===== src/design/dem_uart_defs.svh =====
// Shared constants for the debug UART subsystem
// Include wherever the channel count or a register offset is needed
`ifndef DEM_UART_DEFS_SVH
`define DEM_UART_DEFS_SVH

// Number of 16550 channels behind the host bus
`define DEM_UART_CHANNELS 4

// Channel select bits in the host address
`define DEM_UART_CHAN_W 2

// Register offsets within one channel
`define DEM_UART_REG_RBR_THR 3'd0
`define DEM_UART_REG_IER     3'd1
`define DEM_UART_REG_IIR_FCR 3'd2
`define DEM_UART_REG_LCR     3'd3
`define DEM_UART_REG_LSR     3'd5

// Control flit opcode, argument bit 0 sets the channel drop flag
`define DEM_UART_OP_DROP 4'd1

// Host address is channel select above a 3-bit register offset
`define DEM_UART_ADDR_W (`DEM_UART_CHAN_W + 3)

`endif

===== src/design/dem_uart_pkg.sv =====
// Types shared by the debug UART blocks and their testbench
// Flit layout on the debug interconnect and the host register bus
`include "dem_uart_defs.svh"

package dem_uart_pkg;

  // Character view of a flit payload
  typedef struct packed {
    logic [3:0] channel;
    logic [3:0] reserved;
    logic [7:0] character;
  } dem_char_w_t;

  // Control view, same channel position
  typedef struct packed {
    logic [3:0] channel;
    logic [3:0] opcode;
    logic [7:0] arg;
  } dem_ctrl_w_t;

  // One 16-bit word, meaning picked by the flit kind bit
  typedef union packed {
    dem_char_w_t char_w;
    dem_ctrl_w_t ctrl_w;
  } dem_payload_u;

  // kind 0 is a character, kind 1 is control
  typedef struct packed {
    logic         kind;
    logic         last;
    dem_payload_u payload;
  } dii_flit_t;

  typedef struct packed {
    logic                        req;
    logic                        write;
    logic [`DEM_UART_ADDR_W-1:0] addr;
    logic [7:0]                  wdata;
  } host_req_t;

  typedef struct packed {
    logic       ack;
    logic [7:0] rdata;
  } host_rsp_t;

endpackage


===== src/design/dem_uart_top.sv =====
// Top level of the debug UART subsystem
// Host register bus on one side, receive and transmit debug flits on
// the other, one 16550 register block per channel in between
`timescale 1ns/10ps
`include "dem_uart_defs.svh"

module dem_uart_top (
  input  logic                          clk,
  input  logic                          rst,
  input  dem_uart_pkg::host_req_t       host_req,
  output dem_uart_pkg::host_rsp_t       host_rsp,
  input  dem_uart_pkg::dii_flit_t       in_flit,
  input  logic                          in_flit_valid,
  output logic                          in_flit_ready,
  output dem_uart_pkg::dii_flit_t       out_flit,
  output logic                          out_flit_valid,
  input  logic                          out_flit_ready,
  output logic [`DEM_UART_CHANNELS-1:0] irq_out
);

  // Bus side
  logic [`DEM_UART_CHANNELS-1:0]      reg_req;
  logic                               reg_write;
  logic [2:0]                         reg_addr;
  logic [7:0]                         reg_wdata;
  logic [`DEM_UART_CHANNELS-1:0][7:0] reg_rdata;
  logic [`DEM_UART_CHANNELS-1:0]      irq;

  // Character paths
  logic [`DEM_UART_CHANNELS-1:0]      rx_take, rx_valid;
  logic [`DEM_UART_CHANNELS-1:0][7:0] rx_char;
  logic [`DEM_UART_CHANNELS-1:0]      tx_valid, tx_ready;
  logic [`DEM_UART_CHANNELS-1:0][7:0] tx_char;
  logic [`DEM_UART_CHANNELS-1:0]      drop;

  dem_uart_bus_decode u_decode (
    .clk, .rst, .host_req, .host_rsp,
    .reg_req, .reg_write, .reg_addr, .reg_wdata, .reg_rdata,
    .irq, .irq_out
  );

  dem_uart_rx_router u_rx_router (
    .clk, .rst, .in_flit, .in_flit_valid, .in_flit_ready,
    .rx_take, .rx_valid, .rx_char, .drop
  );

  ////////////////////////////////////////////////////////////////////////////
  // Per-channel 16550 register blocks
  ////////////////////////////////////////////////////////////////////////////

  for (genvar c = 0; c < `DEM_UART_CHANNELS; c++) begin : g_chan
    dem_uart_regs u_regs (
      .clk, .rst,
      .reg_req   (reg_req[c]),
      .reg_write, .reg_addr, .reg_wdata,
      .reg_rdata (reg_rdata[c]),
      .drop      (drop[c]),
      .rx_valid  (rx_valid[c]),
      .rx_char   (rx_char[c]),
      .rx_take   (rx_take[c]),
      .tx_ready  (tx_ready[c]),
      .tx_valid  (tx_valid[c]),
      .tx_char   (tx_char[c]),
      .irq       (irq[c])
    );
  end

  dem_uart_tx_arbiter u_tx_arbiter (
    .clk, .rst, .tx_valid, .tx_char, .tx_ready, .drop,
    .out_flit, .out_flit_valid, .out_flit_ready
  );

endmodule


===== src/design/dem_uart_tx_arbiter.sv =====
// Transmit arbiter
// Keeps one character per channel and turns them into character flits,
// serving full slots in round-robin order after the last winner
`timescale 1ns/10ps
`include "dem_uart_defs.svh"

module dem_uart_tx_arbiter (
  input  logic                               clk,
  input  logic                               rst,
  input  logic [`DEM_UART_CHANNELS-1:0]      tx_valid,
  input  logic [`DEM_UART_CHANNELS-1:0][7:0] tx_char,
  output logic [`DEM_UART_CHANNELS-1:0]      tx_ready,
  input  logic [`DEM_UART_CHANNELS-1:0]      drop,
  output dem_uart_pkg::dii_flit_t            out_flit,
  output logic                               out_flit_valid,
  input  logic                               out_flit_ready
);

  logic [`DEM_UART_CHANNELS-1:0]      full;
  logic [`DEM_UART_CHANNELS-1:0][7:0] slot;
  logic [`DEM_UART_CHAN_W-1:0]        ptr;
  logic [`DEM_UART_CHAN_W-1:0]        pick_idx;
  logic [`DEM_UART_CHAN_W-1:0]        cand;
  logic                               pick_found;
  logic                               hold;
  logic [`DEM_UART_CHAN_W-1:0]        hold_idx;
  logic [`DEM_UART_CHAN_W-1:0]        grant;
  logic                               handshake;

  // Dropped channels always look ready, the write just vanishes
  assign tx_ready = ~full | drop;

  // Search from the slot after the last winner
  always_comb begin
    pick_found = 1'b0;
    pick_idx   = ptr;
    cand       = ptr;
    for (int k = 1; k <= `DEM_UART_CHANNELS; k++) begin
      cand = `DEM_UART_CHAN_W'((int'(ptr) + k) % `DEM_UART_CHANNELS);
      if (!pick_found && full[cand]) begin
        pick_found = 1'b1;
        pick_idx   = cand;
      end
    end
  end

  // A stalled flit keeps its channel even if another slot fills
  assign grant          = hold ? hold_idx : pick_idx;
  assign out_flit_valid = hold | pick_found;
  assign handshake      = out_flit_valid & out_flit_ready;

  ////////////////////////////////////////////////////////////////////////////
  // Outgoing flit, one character with last set
  ////////////////////////////////////////////////////////////////////////////

  always_comb begin
    out_flit.kind                     = 1'b0;
    out_flit.last                     = 1'b1;
    out_flit.payload.char_w.channel   = 4'(grant);
    out_flit.payload.char_w.reserved  = 4'h0;
    out_flit.payload.char_w.character = slot[grant];
  end

  always_ff @(posedge clk) begin
    if (rst) begin
      full     <= '0;
      ptr      <= '0;
      hold     <= 1'b0;
      hold_idx <= '0;
    end else begin
      // Accept new characters into empty, non-dropped slots
      full <= full | (tx_valid & ~full & ~drop);
      if (handshake) begin
        full[grant] <= 1'b0;
        ptr         <= grant;
        hold        <= 1'b0;
      end else if (out_flit_valid) begin
        hold     <= 1'b1;
        hold_idx <= grant;
      end
    end
  end

  // Character storage
  always_ff @(posedge clk) begin
    for (int i = 0; i < `DEM_UART_CHANNELS; i++) begin
      if (tx_valid[i] && !full[i] && !drop[i]) begin
        slot[i] <= tx_char[i];
      end
    end
  end

endmodule


===== src/design/dem_uart_rx_router.sv =====
// Receive side flit router
// Character flits fill a one-entry slot per channel; control flits
// set the per-channel drop flags used on the transmit side
`timescale 1ns/10ps
`include "dem_uart_defs.svh"

module dem_uart_rx_router (
  input  logic                               clk,
  input  logic                               rst,
  input  dem_uart_pkg::dii_flit_t            in_flit,
  input  logic                               in_flit_valid,
  output logic                               in_flit_ready,
  input  logic [`DEM_UART_CHANNELS-1:0]      rx_take,
  output logic [`DEM_UART_CHANNELS-1:0]      rx_valid,
  output logic [`DEM_UART_CHANNELS-1:0][7:0] rx_char,
  output logic [`DEM_UART_CHANNELS-1:0]      drop
);

  logic [3:0]                  flit_chan;
  logic [`DEM_UART_CHAN_W-1:0] idx;
  logic                        in_range;
  logic                        accept;
  logic [`DEM_UART_CHANNELS-1:0] slot_full;

  // Channel field sits in the same bits in both payload views
  assign flit_chan = in_flit.payload.char_w.channel;
  assign idx       = flit_chan[`DEM_UART_CHAN_W-1:0];
  assign in_range  = flit_chan < `DEM_UART_CHANNELS;

  // Control and out-of-range flits never stall
  assign in_flit_ready = in_flit.kind | ~in_range | ~slot_full[idx];
  assign accept        = in_flit_valid & in_flit_ready;

  assign rx_valid = slot_full;

  always_ff @(posedge clk) begin
    if (rst) begin
      slot_full <= '0;
      drop      <= '0;
    end else begin
      // RBR read empties the slot
      slot_full <= slot_full & ~rx_take;
      if (accept && in_range) begin
        if (!in_flit.kind) begin
          slot_full[idx] <= 1'b1;
        end else if (in_flit.payload.ctrl_w.opcode == `DEM_UART_OP_DROP) begin
          drop[idx] <= in_flit.payload.ctrl_w.arg[0];
        end
      end
    end
  end

  // Character storage
  always_ff @(posedge clk) begin
    if (accept && in_range && !in_flit.kind) begin
      rx_char[idx] <= in_flit.payload.char_w.character;
    end
  end

endmodule


===== src/design/dem_uart_regs.sv =====
// 16550-style register file for one UART channel
// Answers host accesses in the same cycle; characters move through
// the rx_* and tx_* handshakes toward the flit router and arbiter
`timescale 1ns/10ps
`include "dem_uart_defs.svh"

module dem_uart_regs (
  input  logic       clk,
  input  logic       rst,
  input  logic       reg_req,
  input  logic       reg_write,
  input  logic [2:0] reg_addr,
  input  logic [7:0] reg_wdata,
  output logic [7:0] reg_rdata,
  input  logic       drop,
  input  logic       rx_valid,
  input  logic [7:0] rx_char,
  output logic       rx_take,
  input  logic       tx_ready,
  output logic       tx_valid,
  output logic [7:0] tx_char,
  output logic       irq
);

  // IIR interrupt identification codes
  localparam logic [3:0] IIR_NONE = 4'b0001;
  localparam logic [3:0] IIR_RBF  = 4'b0100;
  localparam logic [3:0] IIR_TBE  = 4'b0010;

  // LSR bit positions
  localparam int LSR_DR   = 0;
  localparam int LSR_THRE = 5;
  localparam int LSR_TEMT = 6;

  logic [7:0]  lcr, nxt_lcr;
  logic [15:0] divisor, nxt_divisor;
  logic        erbfi, etbei, elsi;
  logic        nxt_erbfi, nxt_etbei, nxt_elsi;
  logic        fifo_en, fifo_rx_clr, fifo_tx_clr, dma_mode;
  logic        nxt_fifo_en, nxt_fifo_rx_clr, nxt_fifo_tx_clr, nxt_dma_mode;
  logic        dlab;
  logic        irq_rbf, irq_tbe;

  // LCR bit 7 banks the divisor over offsets 0 and 1
  assign dlab = lcr[7];

  // Interrupt sources, no line errors in this model
  assign irq_rbf = erbfi & rx_valid;
  assign irq_tbe = etbei & (tx_ready | drop);
  assign irq     = irq_rbf | irq_tbe;

  always_ff @(posedge clk) begin
    if (rst) begin
      lcr         <= 8'h00;
      divisor     <= 16'h0000;
      {elsi, etbei, erbfi} <= 3'b000;
      {dma_mode, fifo_tx_clr, fifo_rx_clr, fifo_en} <= 4'h0;
    end else begin
      lcr         <= nxt_lcr;
      divisor     <= nxt_divisor;
      {elsi, etbei, erbfi} <= {nxt_elsi, nxt_etbei, nxt_erbfi};
      {dma_mode, fifo_tx_clr, fifo_rx_clr, fifo_en} <=
        {nxt_dma_mode, nxt_fifo_tx_clr, nxt_fifo_rx_clr, nxt_fifo_en};
    end
  end

  ////////////////////////////////////////////////////////////////////////////
  // Register access decode
  ////////////////////////////////////////////////////////////////////////////

  always_comb begin
    nxt_lcr = lcr;
    nxt_divisor = divisor;
    {nxt_elsi, nxt_etbei, nxt_erbfi} = {elsi, etbei, erbfi};
    {nxt_dma_mode, nxt_fifo_tx_clr, nxt_fifo_rx_clr, nxt_fifo_en} =
      {dma_mode, fifo_tx_clr, fifo_rx_clr, fifo_en};
    reg_rdata = 8'h00;
    rx_take   = 1'b0;
    tx_valid  = 1'b0;
    tx_char   = 8'h00;

    if (reg_req) begin
      case (reg_addr)
        `DEM_UART_REG_RBR_THR: begin
          if (dlab) begin
            // DLL
            if (reg_write) nxt_divisor[7:0] = reg_wdata;
            else reg_rdata = divisor[7:0];
          end else if (reg_write) begin
            // THR write, lost if the arbiter slot is busy
            tx_valid = 1'b1;
            tx_char  = reg_wdata;
          end else begin
            // RBR read frees the router slot
            reg_rdata = rx_char;
            rx_take   = 1'b1;
          end
        end
        `DEM_UART_REG_IER: begin
          if (dlab) begin
            // DLM
            if (reg_write) nxt_divisor[15:8] = reg_wdata;
            else reg_rdata = divisor[15:8];
          end else if (reg_write) begin
            {nxt_elsi, nxt_etbei, nxt_erbfi} = reg_wdata[2:0];
          end else begin
            reg_rdata = {5'b00000, elsi, etbei, erbfi};
          end
        end
        `DEM_UART_REG_IIR_FCR: begin
          if (reg_write) begin
            {nxt_dma_mode, nxt_fifo_tx_clr, nxt_fifo_rx_clr, nxt_fifo_en} = reg_wdata[3:0];
          end else begin
            reg_rdata[7:6] = {fifo_en, fifo_en};
            // Receive data outranks THR empty
            if (irq_rbf) reg_rdata[3:0] = IIR_RBF;
            else if (irq_tbe) reg_rdata[3:0] = IIR_TBE;
            else reg_rdata[3:0] = IIR_NONE;
          end
        end
        `DEM_UART_REG_LCR: begin
          if (reg_write) nxt_lcr = reg_wdata;
          else reg_rdata = lcr;
        end
        `DEM_UART_REG_LSR: begin
          reg_rdata[LSR_DR]   = rx_valid;
          reg_rdata[LSR_THRE] = tx_ready;
          reg_rdata[LSR_TEMT] = tx_ready;
        end
        default: reg_rdata = 8'h00;
      endcase
    end

    // Clear bits drop back one cycle later, nothing to flush
    if (fifo_en & fifo_rx_clr) nxt_fifo_rx_clr = 1'b0;
    if (fifo_en & fifo_tx_clr) nxt_fifo_tx_clr = 1'b0;
  end

endmodule


===== src/design/dem_uart_bus_decode.sv =====
// Host bus decoder for the UART channels
// Steers each request to one register block and registers the answer,
// so the host sees ack and rdata exactly one cycle after req
`timescale 1ns/10ps
`include "dem_uart_defs.svh"

module dem_uart_bus_decode (
  input  logic                                clk,
  input  logic                                rst,
  input  dem_uart_pkg::host_req_t             host_req,
  output dem_uart_pkg::host_rsp_t             host_rsp,
  output logic [`DEM_UART_CHANNELS-1:0]       reg_req,
  output logic                                reg_write,
  output logic [2:0]                          reg_addr,
  output logic [7:0]                          reg_wdata,
  input  logic [`DEM_UART_CHANNELS-1:0][7:0]  reg_rdata,
  input  logic [`DEM_UART_CHANNELS-1:0]       irq,
  output logic [`DEM_UART_CHANNELS-1:0]       irq_out
);

  logic [`DEM_UART_CHAN_W-1:0] chan_sel;
  logic [7:0]                  sel_rdata;

  // Upper address bits pick the channel
  assign chan_sel = host_req.addr[`DEM_UART_ADDR_W-1:3];

  // Shared lines, only the strobe is per channel
  assign reg_write = host_req.write;
  assign reg_addr  = host_req.addr[2:0];
  assign reg_wdata = host_req.wdata;

  // One-hot strobe for the addressed channel
  always_comb begin
    reg_req = '0;
    for (int i = 0; i < `DEM_UART_CHANNELS; i++) begin
      if (host_req.req && (chan_sel == i)) begin
        reg_req[i] = 1'b1;
      end
    end
  end

  // Blocks drive zero when idle, still pick by strobe
  always_comb begin
    sel_rdata = 8'h00;
    for (int i = 0; i < `DEM_UART_CHANNELS; i++) begin
      if (reg_req[i]) begin
        sel_rdata = reg_rdata[i];
      end
    end
  end

  //////////////////////////////////////////////////////////////////////////
  // Response and interrupt registers
  //////////////////////////////////////////////////////////////////////////

  always_ff @(posedge clk) begin
    if (rst) begin
      host_rsp.ack <= 1'b0;
      irq_out      <= '0;
    end else begin
      // Ack only for the cycle after each request
      host_rsp.ack <= host_req.req;
      irq_out      <= irq;
    end
  end

  always_ff @(posedge clk) begin
    host_rsp.rdata <= sel_rdata;
  end

endmodule


===== config.mk =====
export PLATFORM = sky130hd
export DESIGN_NAME = dem_uart_top
export DESIGN_NICKNAME = d
export VERILOG_FILES = /design/src/design/dem_uart_pkg.sv /design/src/design/dem_uart_top.sv /design/src/design/dem_uart_tx_arbiter.sv /design/src/design/dem_uart_rx_router.sv /design/src/design/dem_uart_regs.sv /design/src/design/dem_uart_bus_decode.sv
export VERILOG_INCLUDE_DIRS = /design/src /design/src/design
export SDC_FILE = /design/constraint.sdc
export NUM_CORES = 1
export LEC_CHECK = 0
export ABC_AREA = 1
export BUFFER_PORTS_ARGS = -buffer_cell sky130_fd_sc_hd__buf_2
export CELL_PAD_IN_SITES_DETAIL_PLACEMENT = 1
export CELL_PAD_IN_SITES_GLOBAL_PLACEMENT = 1
export CORE_MARGIN = 5
export CORE_UTILIZATION = 40
export DETAILED_ROUTE_END_ITERATION = 8
export PLACE_DENSITY = 0.75
export SYNTH_ARGS = -nofsm -noshare
export SYNTH_HDL_FRONTEND = slang
export SYNTH_HIERARCHICAL = 1
export SYNTH_SLANG_ARGS = --single-unit
export TNS_END_PERCENT = 100

===== constraint.sdc =====
create_clock -name clk -period 2.19 [get_ports clk]
set_input_delay 0.219 -clock clk [delete_from_list [all_inputs] [get_ports clk]]
set_output_delay 0.219 -clock clk [all_outputs]
set_load 0.01 [all_outputs]

==> results of run 1 <==
==> cells in the final DEF, fill, tap and decap left out, types with 9 or more instances in the layout <==
master / instances
sky130_fd_sc_hd__edfxtp_1: 64
sky130_fd_sc_hd__nand3_1: 88
sky130_fd_sc_hd__buf_2: 58
sky130_fd_sc_hd__dfxtp_1: 138
sky130_fd_sc_hd__a211oi_1: 24
sky130_fd_sc_hd__nand2_2: 29
sky130_fd_sc_hd__o21ai_0: 25
sky130_fd_sc_hd__nor2_1: 185
sky130_fd_sc_hd__inv_1: 139
sky130_fd_sc_hd__nor2_2: 9
sky130_fd_sc_hd__nand4_1: 33
sky130_fd_sc_hd__inv_2: 30
sky130_fd_sc_hd__buf_4: 53
sky130_fd_sc_hd__a21oi_1: 102
sky130_fd_sc_hd__nand2_1: 515
sky130_fd_sc_hd__clkbuf_16: 25
sky130_fd_sc_hd__nor2_4: 15
sky130_fd_sc_hd__nand2_4: 24
==> per-stage QoR <==
stage	utilization [%]	cells	worst slack, ps	instance area [sq um]
final	47.07	2032	-277.8	13010
after global routing	47.07	2032	-419.2	13010
after CTS	46.79	2030	-222.2	12930
after detailed placement	42.75	1968	-33.85	11810
after global placement	42.75	1968	10.13	11810
after floorplan	-	1547	149.9	11130
==> synth_stat cells, types with 15 or more instances <==
| master | instances | area [sq um] |
|---|---|---|
| sky130_fd_sc_hd__o21ai_0 | 26 | 130.1 |
| sky130_fd_sc_hd__edfxtp_1 | 64 | 1922 |
| sky130_fd_sc_hd__nor2_4 | 15 | 168.9 |
| sky130_fd_sc_hd__nand3_1 | 93 | 465.5 |
| sky130_fd_sc_hd__a21oi_1 | 102 | 510.5 |
| sky130_fd_sc_hd__nand2_1 | 536 | 2012 |
| sky130_fd_sc_hd__nor2_1 | 185 | 694.4 |
| sky130_fd_sc_hd__inv_1 | 139 | 521.8 |
| sky130_fd_sc_hd__buf_4 | 32 | 240.2 |
| sky130_fd_sc_hd__inv_2 | 32 | 120.1 |
| sky130_fd_sc_hd__nand4_1 | 33 | 206.5 |
| sky130_fd_sc_hd__a211oi_1 | 24 | 180.2 |
| sky130_fd_sc_hd__dfxtp_1 | 142 | 2843 |
==> worst paths after layout <==
kind / start / to / slack, ps / depth (start not counted)
worst max-delay path: u_tx_arbiter/ptr[0] / out_flit[6] / -280 / 14
worst min-delay path: in_flit[4] / u_rx_router/rx_char[4] / 30 / 1
worst min register to register: g_chan[3].u_regs/divisor[5] / g_chan[3].u_regs/divisor[5] / 470 / 2
worst max register to register: u_tx_arbiter/full[1] / u_decode/host_rsp[0] / 260 / 11
==> logic make-up (layout without fill, tap and decap cells) <==
logic type | count (synthesis) | in the layout
other | 2 | 8
buffers and inverters | 235 | 336
DFF | 206 | 206
and+or+nand+nor | 933 | 939
AOI/OAI and AO/OA | 165 | 165
==> area by class of cell <==
type                            count  area [sq um]
Clock buffer                       30         654.4
Clock inverter                     14         200.2
Fill cell                        3549         14620
Inverter                          175         674.4
Multi-Input combinational cell   1112          5439
Sequential cell                   206          4775
Tap cell                          378         473.0
Timing Repair Buffer              117         789.5
==> power groups by stage <==
stage	clock (W)	combinational (W)	sequential, W
floorplan	0	0.000434	0.00403
global placement	0	0.000648	0.00404
detailed placement	0	0.000659	0.00404
CTS	0.00442	0.000706	0.00395
global route	0.00456	0.000779	0.00395
finish	0.00432	0.000726	0.00396
==> state kept, by name, summed over array words and instances, names as in the netlist <==
signal,flops
g_chan.u_regs/lcr,32
g_chan.u_regs/divisor,64
u_rx_router/drop,4
u_decode/irq_out,4
u_tx_arbiter/hold_idx,2
u_tx_arbiter/ptr,2
g_chan.u_regs/elsi,4
g_chan.u_regs/fifo_en,4
g_chan.u_regs/erbfi,4
u_tx_arbiter/slot,32
u_rx_router/rx_char,32
u_tx_arbiter/full,4
u_decode/host_rsp,9
u_tx_arbiter/hold,1
u_rx_router/rx_valid,4
g_chan.u_regs/etbei,4
==> repair_timing <==
item / in CTS / in global routing
buffers inserted: 11 / 2
gates cloned: 6 / 0
hold buffers: 1 / 0
hold endpoints to repair: 2 / 0
resized for setup: 37 / 16
setup endpoints to repair: 11 / 10
pin swaps: 19 / 4
==> worst register-to-register path, cell delays in order, from the launching register on <==
cell and delay, ps:
sky130_fd_sc_hd__dfxtp_1 430, sky130_fd_sc_hd__inv_1 130, sky130_fd_sc_hd__or2_2 320, sky130_fd_sc_hd__nor2_1 120, sky130_fd_sc_hd__nor2_1 50, sky130_fd_sc_hd__nor2_1 120, sky130_fd_sc_hd__nand2_1 70, sky130_fd_sc_hd__nand2_1 60
sky130_fd_sc_hd__nor2_1 50, sky130_fd_sc_hd__nor2_1 200, sky130_fd_sc_hd__nand4_1 140, sky130_fd_sc_hd__nand4_1 160
==> metal layers <==
layer,track usage [%],wire [um],vias to the layer above
li1,-,-,5094
met1,33.55,17890,5097
met2,40.51,17960,251
met3,3.204,1746,68
met4,5.480,884,8
met5,0,48,-
==> impl_summary.md, run 1 <==
Critical path
The cell type group with the largest total delay on the critical path is simple AND/OR/NAND/NOR gates. STA classifies the critical path endpoint as an output pin. The kind of launch point of the worst setup path is a flip-flop. In this design, the critical path's most frequently occurring cell is sky130_fd_sc_hd__nand2_1. The worst path required time is 1970 ps. The signal on the critical path passes through inv_6 > nand2_2 > nand2_2 > nand2_4 > nand2_4 > nor2_4 > nand3_2 > nand3_4 > nand2_4 > nand2_1 > nand2_1 > nand2_1 > nand2_1 > buf_2.

The largest stage delay on the critical path is 410 ps. The largest driver fanout on the critical path is 8. The critical path contains buffers and inverters numbering 2 combined.

The slowest stage cell on the critical path is sky130_fd_sc_hd__dfxtp_4. The worst setup path is of the reg -> out kind. Data on the critical path arrives at its endpoint at roughly 2300 ps.

Global route
The total track usage is 24.20%. The wire length of the first global-routing pass is roughly 59,000 um. The initial antenna violation count is 4. Entering global routing, the biggest net connects 63 pins. Global routing finished with a remaining overflow of 0.

The number of global-route vias before repair came to 10,593.

Power and ir drop
The switching component of the power is approximately 0.0022 W. The leakage component of the power is approximately 5.7 nW. The total power is 0.009000 W. The fraction of power consumed by sequential logic is 43.9%. Of the total power, the share spent switching nets is 24.07%.

The power share of the clock group is 48.0%. The areal power density over the cells is 692.1 mW/mm^2. The design internal power is a little under 0.007 W. Across the VDD grid, the largest voltage drop is 0.4809 mV. Per report_power, the combinational group accounts for 8.1% of the total.

Route
The first detailed-routing pass ran for 4 iterations. After detailed routing, the average wire length per cell comes to 18.96 um. Dividing the detail-routed via count by the number of cells gives 5.176.

The total number of vias is 10,518. After detailed routing, the number of remaining DRC violations is 0. In this run, the number of DRC markers left after iteration 0 of detailed routing was 636. The final layout contains routed wiring with a total length of 38,530 um. In this run the remaining antenna-violating nets after routing total 0.

CTS
The tree built by TritonCTS fans out to 206 sinks. In this run the number of H-tree levels came out at 1. The clock buffer count from CTS is 24.

No sink is reached through more buffers than the 3 on the longest clock path. TritonCTS built the clock tree. After clock tree synthesis, the clock-pin slew on the worst setup and hold paths is 60 ps.

The clock root buffer is sky130_fd_sc_hd__clkbuf_16. The insertion delay of the later-clocked pin in the worst-skew pair is about 520 ps.

Logic synthesis
The number of distinct standard cells referenced by the synthesized netlist is 34. The synthesized instance count is 1,541. By area, the combinational part of the netlist is dominated by simple AND/OR/NAND/NOR gates. A synthesized cell averages slightly above 7 sq um. The most common flop cell mapped by yosys is sky130_fd_sc_hd__dfxtp_1. The number of enable-type register cells in the synthesized netlist is 64. The area of the mapped netlist is 0.01111 sq mm. The flip-flop and latch count after synthesis is 206.

The sequential cell area fraction in the yosys report is a little over two fifths. The synthesized netlist devotes about 8.7% of its cell area to compound gates. The share of cell area taken by muxes after synthesis is 0%.

The adder and majority gate portion of the synthesized area is 0%. In the synthesized netlist the async set-or-reset flop fraction comes to 0%. The xor/xnor cell area share of the yosys netlist is 0%.

The count of synthesis-stage warnings from yosys is 6. The share of synthesized cell area in and, or, nand and nor gates is 38.14%.

STA
In this run the tightest slew margin relative to its limit is 53.43%. The final worst setup slack is -277.8 ps. The total count of max-transition violations in the final report is 0. On the final layout, the worst clock skew is roughly 10 ps. On the final layout, the worst hold slack is 30.04 ps. Setup violations remaining at the end of the flow were counted as 10.

The maximum frequency from static timing analysis is 405.2 MHz. After layout, the minimum clock period comes to 2468 ps. For the pin with the worst max-slew slack, the measured transition is 698.5 ps. Of the available clock period, the critical path in the final layout requires 112.7%. The sum of negative setup slack is -2212 ps. The final count of hold timing violations is 0.

Setup repair after global routing could not meet its margin everywhere.

Run
The max-capacitance violation count is 0.

Place
The count of buffers added on input and output ports is 60. At the end of routability-driven placement, the weighted congestion stood at 0.9397. The detailed placement HPWL is 27,590 um.

Floorplanning
The total area inside the core boundary comes to 0.02763 sq mm. The top-level port count is 70. The die covers 0.03121 sq mm. The number of cell rows is 61. The initial utilization of the core area, before any placement, comes to between 40% and 50%. Measured along the y axis, the die boundary spans 176.7 um. The die is about 180 um wide.

Finish
The area growth from synthesis to layout is 17.04%. In the final layout, the share of cells above drive strength 1 is 19.23%. The final layout net count is 1,673.

The number of antenna cells inserted is 0.

Status
The flow ran to the end, but the final reports show violations. The checks that failed: negative setup slack.

Min path
The min-delay analysis places its worst path in the category in -> reg.
No activity file was read; power rests on OpenSTA's default activity.
==> inputs of run 2 (changes only) <==
--- a/config.mk
+++ b/config.mk
@@ -12,7 +12,9 @@
 export CELL_PAD_IN_SITES_GLOBAL_PLACEMENT = 1
 export CORE_MARGIN = 5
 export CORE_UTILIZATION = 40
+export CTS_CLUSTER_DIAMETER = 150
 export DETAILED_ROUTE_END_ITERATION = 8
+export HOLD_SLACK_MARGIN = 0.05
 export PLACE_DENSITY = 0.75
 export SYNTH_ARGS = -nofsm -noshare
 export SYNTH_HDL_FRONTEND = slang
==> constraint.sdc (replaced) <==
create_clock -name clk -period 2.6 [get_ports clk]
set_input_delay 0.26 -clock clk [delete_from_list [all_inputs] [get_ports clk]]
set_output_delay 0.26 -clock clk [all_outputs]
set_load 0.01 [all_outputs]
==> run 2 against run 1 <==
Largest cell class unchanged. The run now ends clean. Final cell count fell by 0.98%. Sequential cell count unchanged. Hold slack better by 57 ps. Largest power group unchanged. Highest routed layer unchanged. Critical endpoint is now out_flit[5]. Non-clock buffer count down 17. Clock-buffer cell count rose by 1. Power decreased by 16%.
==> impl_summary.md, run 2 (synthesized netlist as in run 1, its figures left out) <==
STA
The final setup violation count is 0. Once routing completed, OpenROAD measured the worst setup slack at 21.84 ps. Across the routed clock network, the largest skew measured is about 18 ps. The final count of hold timing violations was 0. The sum of negative setup slack is 0 ps.

The worst pin sits at a relative slew slack of 48.12%. At the pin with the least slew margin, the transition time is 778.2 ps. The final critical path takes up 99.16% of the cycle.

Setup repair after global routing could not meet its margin everywhere. The total count of max-transition violations in the final report is 0. Counting I/O delays and the setup requirement, the final critical path takes between 2000 and 3000 ps. Timing would allow up to 387.9 MHz.

Critical path
The critical path is of the reg -> out type. The minimum setup slack among reg-to-reg paths is 660 ps. The worst setup path is launched from a flip-flop.

The number of cells on the worst reg-to-reg path is 11. The endpoint kind of the worst setup timing path is an output pin. STA puts the critical path data arrival time at 2320 ps. The worst register-to-register path begins at u_tx_arbiter/full[3]. Tracing the worst setup path back leads to its startpoint at u_tx_arbiter/ptr[0]. STA puts the critical path data required time at 2340 ps. The critical register-to-register path endpoint is u_decode/host_rsp[0]. Of all nets on the critical path, the largest fanout is 8.

CTS
The clock root buffer is sky130_fd_sc_hd__clkbuf_16. The clock input transition at the sequential cells of the worst setup and hold paths is 60 ps. The insertion delay of the later-clocked pin in the worst-skew pair is between 500 and 600 ps. The maximum buffer depth of the clock tree is 3. Counting every sink on the clock net gives 206. TritonCTS built the clock tree. In this run the number of H-tree levels came out at 1. The clock buffer count from CTS is 24.

Power and ir drop
The internal portion of the total power is ~0.0057 W. In this run the static leakage power is ~5.6 nW. The worst-case IR drop observed on VDD is around 0.42 mV. The switching component of the power is 0.001825 W. The areal power density over the cells is 585.7 mW/mm^2. The share of power burned in combinational logic is 7.7%. The share of total power dissipated in sequential elements is 44.3%. Net switching is 24.26% of the power. Of the total power, the clock network draws between 40% and 50%.

Finish
The final layout net count is 1,653. The signed area change from the synthesized netlist to the final layout is 15.54%. The fill cell total of the finished layout is 3,504.

In the layout the commonest cells are 519 x sky130_fd_sc_hd__nand2_1, 185 x sky130_fd_sc_hd__nor2_1, 139 x sky130_fd_sc_hd__inv_1, 139 x sky130_fd_sc_hd__dfxtp_1, 102 x sky130_fd_sc_hd__a21oi_1. After routing the design area is 0.01284 sq mm. Cells with a size suffix above 1 make up 17.75% of the layout. The most common cell after layout, fill and taps aside is sky130_fd_sc_hd__nand2_1. Ranked by flip-flop count, first place goes to g_chan.u_regs/divisor.

The register with the most flip-flops in the layout has 64 of them. The non-filler instance count after layout is between 2,000 and 2,500. The repair_antennas step left the layout with diodes totalling 0.

Place
The count of input and output buffers is 60. The final weighted congestion of routability-driven global placement is ~0.89. The instance area after placement is 0.01166 sq mm.

Prior to clock tree synthesis, the placed netlist has a worst setup slack of 349.0 ps. The detailed placement HPWL is 27,280 um. The instance count after placement with tap cells included is 1,950.

Floorplanning
The core region is 0.02763 sq mm. The die boundary width is ~180 um. The number of cell rows is 61.

Once the floorplan was initialized, standard cells occupied 40.22% of the core. The top-level port count is 70. The area enclosed by the die boundary is between 0.03 and 0.04 sq mm.

The floorplan die height is around 180 um.

Status
The run finished with clean final reports.

Global route
The initial antenna violation count is 2. The total track usage is 23.73%. The maximum number of pins on one net before global-route repair is 64.

The overflow left after global routing is 0. The wire length of the first global-routing pass is 58,220 um. The number of global-route vias before repair is 10,390.

Min path
Counting instances, the worst hold path has a depth of 1. The startpoint of the most critical hold path is in_flit[0]. The min-delay analysis places its worst path in the category in -> reg.

The end of the worst hold path is u_rx_router/rx_char[16].

Route
Dividing the detail-routed wire length by the instance count gives 18.94 um. Summed over all layers, the routed wires come to 38,110 um. The detailed router placed 10,363 vias in this run. After the first detailed-routing iteration, the DRC count stood at 755.

After detailed routing, the number of remaining DRC violations is 0. The antenna violation net count after detailed routing is 0. The total iterations of the first detailed-routing run is 5. After detailed routing, the number of vias per cell comes to 5.151.

Run
The max-capacitance violation count is 0.
-- run 2: cell count changes in the layout (fill, tap and decap cells not counted), moves of 4 or more --
cell,delta
sky130_fd_sc_hd__nand2_4,-6
sky130_fd_sc_hd__nand2_1,+4
sky130_fd_sc_hd__buf_4,-23
sky130_fd_sc_hd__dlygate4sd3_1,+6
-- run 2: per-stage QoR --
step	utilization (%)	total power [W]	hold slack [ps]
6_report	46.47	0.007520	86.91
5_1_grt	46.47	0.007794	86.87
4_1_cts	45.72	0.007571	76.68
3_5_place_dp	42.22	0.003938	456.4
3_3_place_gp	42.22	0.003927	450.4
2_1_floorplan	-	0.003762	329.1
-- run 2: how the worst max path moves through the flow --
stage / endpoint / slack (ps)
global route: out_flit[5] / -90
detailed placement: u_tx_arbiter/full[3] / 350
finish: out_flit[5] / 20
floorplan: u_tx_arbiter/slot[16] / 520
global placement: u_tx_arbiter/slot[30] / 430
CTS: out_flit[7] / 0.6
-- run 2: layout make-up --
class	count	area (sq um)	area share [%]
clock buffers	31	678.2	5.282
clock inverters	13	172.7	1.345
inverters	175	679.4	5.292
multi-input cells	1109	5394	42.01
flip-flops and latches	206	4773	37.18
well taps	378	473.0	3.684
repair buffers	100	668.1	5.204
-- run 2: power groups by stage --
stage	registers [W]	logic (W)	clock network [W]
after floorplan	0.00340	0.000365	0
after global placement	0.00340	0.000526	0
after detailed placement	0.00340	0.000537	0
after CTS	0.00333	0.000549	0.00369
after global routing	0.00333	0.000624	0.00384
final	0.00333	0.000578	0.00361
-- run 2: what timing repair did --
item,CTS,global route
buffers inserted,0,8
endpoints found under the setup margin,8,8
resized for setup,8,38
pin swaps,3,17
hold endpoints to repair,24,0
hold buffers,7,0
gates cloned,2,1
-- run 2: per-layer routing --
metal,vias to the layer above,GRT usage (%),routed length [um]
met5,-,0,7
met4,2,5.545,895
met3,62,3.183,2387
met2,307,37.46,17120
met1,4938,34.71,17700
li1,5054,-,-
-- run 2: worst max-delay path, cell delays in order (launching register included) --
cell	delay, ps
sky130_fd_sc_hd__dfxtp_4	410
sky130_fd_sc_hd__inv_8	60
sky130_fd_sc_hd__nand2_2	60
sky130_fd_sc_hd__nand2_2	90
sky130_fd_sc_hd__nand2_4	100
sky130_fd_sc_hd__nand2_4	80
sky130_fd_sc_hd__nor2_4	170
sky130_fd_sc_hd__nand3_1	140
sky130_fd_sc_hd__nand3_4	140
sky130_fd_sc_hd__nand2_4	110
sky130_fd_sc_hd__nand2_1	90
sky130_fd_sc_hd__nand3_1	120
sky130_fd_sc_hd__nand2_1	110
sky130_fd_sc_hd__buf_2	140
==> inputs of run 3 (changes only) <==
--- a/config.mk
+++ b/config.mk
@@ -6,7 +6,6 @@
 export SDC_FILE = /design/constraint.sdc
 export NUM_CORES = 1
 export LEC_CHECK = 0
-export ABC_AREA = 1
 export BUFFER_PORTS_ARGS = -buffer_cell sky130_fd_sc_hd__buf_2
 export CELL_PAD_IN_SITES_DETAIL_PLACEMENT = 1
 export CELL_PAD_IN_SITES_GLOBAL_PLACEMENT = 1
@@ -15,7 +14,8 @@
 export CTS_CLUSTER_DIAMETER = 150
 export DETAILED_ROUTE_END_ITERATION = 8
 export HOLD_SLACK_MARGIN = 0.05
-export PLACE_DENSITY = 0.75
+export PLACE_DENSITY = 0.7
+export SETUP_SLACK_MARGIN = 0.3
 export SYNTH_ARGS = -nofsm -noshare
 export SYNTH_HDL_FRONTEND = slang
 export SYNTH_HIERARCHICAL = 1
==> run 3 against run 2 <==
Clock skew down 11 ps. Die area shrank 4.9%. Global-route usage shrank 1.3 points. First-iteration DRC count increased by 1.6%. Critical path type unchanged. Largest cell class unchanged.
==> impl_summary.md, run 3 <==
Logic synthesis
In this run the biggest area consumer among cell types represents 26.97% of the synthesized area. In this run, synthesis produced a sequential element count of slightly above 200. In the post-synthesis netlist, the biggest area contributors are sky130_fd_sc_hd__dfxtp_1 27%, sky130_fd_sc_hd__edfxtp_1 18%, sky130_fd_sc_hd__mux2i_1 14%. The biggest area consumer among synthesized cells is sky130_fd_sc_hd__dfxtp_1. The synthesized instance count is 1,036. The sequential cell area fraction in the yosys report is between 40% and 50%. The area of the mapped netlist is between 0.01 and 0.015 sq mm.

Averaged over all synthesized cells, the footprint is 10.17 sq um. The number of different library cells used by synthesis comes to 65. By count the netlist is led by 143 x sky130_fd_sc_hd__mux2i_1, 142 x sky130_fd_sc_hd__dfxtp_1, 105 x sky130_fd_sc_hd__nor2_1. The most common flop cell mapped by yosys is sky130_fd_sc_hd__dfxtp_1.

In this run, synthesis inferred between 60 and 70 flip-flops with an integrated enable. The async set-reset flop share out of synthesis is 0%. For this run, the number of Yosys warnings is 6. Among all cell types in the netlist, the one instantiated most often is sky130_fd_sc_hd__mux2i_1.

STA
The max-slew headroom at the worst pin is 47.96%. Based on the critical path, the design can be clocked at up to 401.3 MHz. For the pin with the worst max-slew slack, the measured transition is 780.6 ps. The total count of max-transition violations in the final report is 0. Setup violations remaining at the end of the flow were counted as 0. The worst path in the final design needs a cycle of 2492 ps, including I/O delays and setup. The final clock skew is between 6 and 7 ps. The post-route clock period utilization is between 90% and 100%. The sum of negative setup slack is 0 ps. Setup repair after global routing could not meet its margin everywhere. The final count of hold timing violations was 0.

CTS
Counting every sink on the clock net gives between 200 and 250. The clock input transition at the sequential cells of the worst setup and hold paths is 60 ps. In this run the number of H-tree levels came out at 1. The root buffer cell chosen for the clock tree is sky130_fd_sc_hd__clkbuf_16. Clock tree synthesis inserted a total of 25 buffers. The insertion delay of the later-clocked pin in the worst-skew pair is roughly 520 ps. The maximum buffer depth of the clock tree is 3. The CTS tree is built.

Critical path
The buffering stage count on the worst path with inverters included is 2. The startpoint identified for the worst register-to-register timing path is g_chan[1].u_regs/lcr[7]. The worst path required time is approximately 2300 ps.

Data arrives at the worst endpoint at 2230 ps. For this run, the slowest stage of the critical path takes 410 ps. In this run the worst path has a maximum fanout of 8. The cell type group with the largest total delay on the critical path is buffers and inverters.

Counting buffers and inverters, the worst setup path is 6 cells deep. The minimum setup slack among reg-to-reg paths is 460 ps. The slowest stage cell on the critical path is sky130_fd_sc_hd__dfxtp_4.

STA classifies the critical path endpoint as an output pin. The worst setup path endpoint is out_flit[2]. The kind of launch point of the worst setup path is a flip-flop.

The depth of the worst register-to-register path is 7. The startpoint-to-endpoint class of the critical path is reg -> out. The critical path launch point is u_tx_arbiter/ptr[1].

The signal on the critical path passes through mux2i_1 > nor2_1 > o41ai_4 > bufinv_8 > mux2i_2 > buf_2. The worst register-to-register path ends at u_decode/host_rsp[5].

Place
The final weighted congestion of routability-driven global placement is 0.8969. The instance count after placement with tap cells included is 1,408. The count of input and output buffers is 60. Once detailed placement completed, the half-perimeter wirelength came to 22,420 um.

Floorplanning
The floorplan step set the die width to 172.3 um. In this run the count of I/O pins placed on the die edge is 70. The floorplan has 59 rows. The die covers 0.02969 sq mm. In this run the vertical extent of the chip is 172.3 um. The floorplan core area is 0.02598 sq mm. The effective utilization at floorplan is 40.56%.

Power and ir drop
In this run the power density over the cells is 575.3 mW/mm^2. Power comes to slightly above 0.007 W. The leakage component of the power is 4.532 nW. The peak ir drop on the vdd network is 0.4949 mV.

Min path
The class of the most critical hold timing path is in -> reg. In this run the most critical hold path is launched from in_flit[13]. The number of cells traversed by the worst hold path is 3.

Global route
The first global-routing pass estimated 51,090 um of wire. The number of global-route vias before repair is around 8,700. After global routing the overflow that remains totals 0. The initial antenna violation count is 0.

Entering global routing, the biggest net connects 57 pins. Global routing used roughly 22% of the available tracks across all layers.

Finish
The fraction of layout cells with a size suffix above 1 is 24.83%. The library cell used most frequently in the layout, excluding fill and tap cells, is sky130_fd_sc_hd__mux2i_1. The non-filler instance count after layout is 1,484. Counting flops per register, the top entry is g_chan.u_regs/divisor.

The library cells used most frequently in the layout, excluding fill and tap cells, are 139 x sky130_fd_sc_hd__mux2i_1, 135 x sky130_fd_sc_hd__dfxtp_1, 105 x sky130_fd_sc_hd__nor2_1. The fill cell total of the finished layout is ~2,900. In the final design database the tool counted 1,167 nets. The signed area change from the synthesized netlist to the final layout is 19.07%. The number of flip-flops under the largest register name is 64.

Run
The max-capacitance violation count is 0.

Status
The run finished with clean final reports.

Route
After detailed routing, the number of remaining DRC violations is 0. The count of nets left with antenna violations once routing finished came out at 0. Summed over all layers, the routed wires come to 33,810 um. The average via count per standard cell is 5.640. The total number of vias is about 8,400. The initial DRC count is 767. The first detailed-routing pass took 5 iterations.

The routed length per placed instance is 22.78 um.
-- run 3: changes by cell type after synthesis, moves of 46 or more --
cell / change
sky130_fd_sc_hd__nand3_1: -81
sky130_fd_sc_hd__a21oi_1: -46
sky130_fd_sc_hd__nand2_1: -452
sky130_fd_sc_hd__mux2i_1: +143
sky130_fd_sc_hd__nor2_1: -80
sky130_fd_sc_hd__inv_1: -129
-- run 3: worst min-delay path by stage --
stage | endpoint | slack [ps]
6_report | u_rx_router/drop[0] | 140
5_1_grt | u_rx_router/drop[0] | 160
4_1_cts | u_rx_router/drop[0] | 130
3_5_place_dp | g_chan[0].u_regs/divisor[13] | 470
3_3_place_gp | g_chan[1].u_regs/divisor[8] | 470
2_1_floorplan | u_decode/host_rsp[8] | 330
-- run 3: tightest hold or removal path: stages --
cell	delay [ps]
sky130_fd_sc_hd__buf_2	140
sky130_fd_sc_hd__or4_1	140
sky130_fd_sc_hd__mux2i_1	70
-- run 3: cells by family (layout without fill, tap and decap cells) --
group	after synthesis	count (layout)	share of synthesized area [%]
DFF	206	206	45.21
AOI/OAI and AO/OA	195	195	12.95
muxes	174	174	17.11
and+or+nand+nor	358	358	19.13
other	2	9	0.07126
buffers and inverters	101	207	5.532
-- run 3: what timing repair did --
action	in CTS	in global routing
endpoints found under the setup margin	11	9
endpoints found under the hold margin	32	0
resized for setup	20	14
cloned	2	2
setup buffers	11	6
hold buffers	9	0
pin swaps	1	2
-- run 3: routing by layer --
metal	share of wire, %	vias to the layer above	GRT usage, %
met5	0	-	0
met4	2.3	0	5.126
met3	4.3	46	2.629
met2	49	215	38.79
met1	44	4170	30.11
li1	-	3939	-
-- run 3: area by class of cell --
class	instances	area, sq um	share of cell area [%]
Timing Repair Buffer	149	1159	9.233
Timing Repair inverter	1	6.256	0.04986
Clock inverter	13	95.09	0.7578
Antenna cell	1	2.502	0.01994
Sequential cell	206	4788	38.16
Multi-Input combinational cell	735	5306	42.29
Inverter	12	58.81	0.4686
Tap cell	335	419.2	3.340
Clock buffer	32	713.2	5.684
-- run 3: stage by stage --
stage	area, sq um	hold slack (ps)	util, %	setup WS (ps)
after global placement	11320	467.0	43.55	259.9
after detailed placement	11320	474.1	43.55	242.7
after global routing	12550	158.6	48.28	63.92
after CTS	12410	132.8	47.77	212.6
final	12550	143.9	48.29	108.0
after floorplan	10590	331.6	-	307.1
-- run 3: power breakdown --
| group | internal [W] | leakage (nW) | total [W] | switching [W] |
|---|---|---|---|---|
| sequential | 0.00331 | 1.66 | 0.00332 | 0.00000893 |
| combinational | 0.000170 | 2.47 | 0.000490 | 0.000319 |
| clock | 0.00203 | 0.398 | 0.00341 | 0.00138 |
| total | 0.00551 | 4.53 | 0.00722 | 0.00171 |
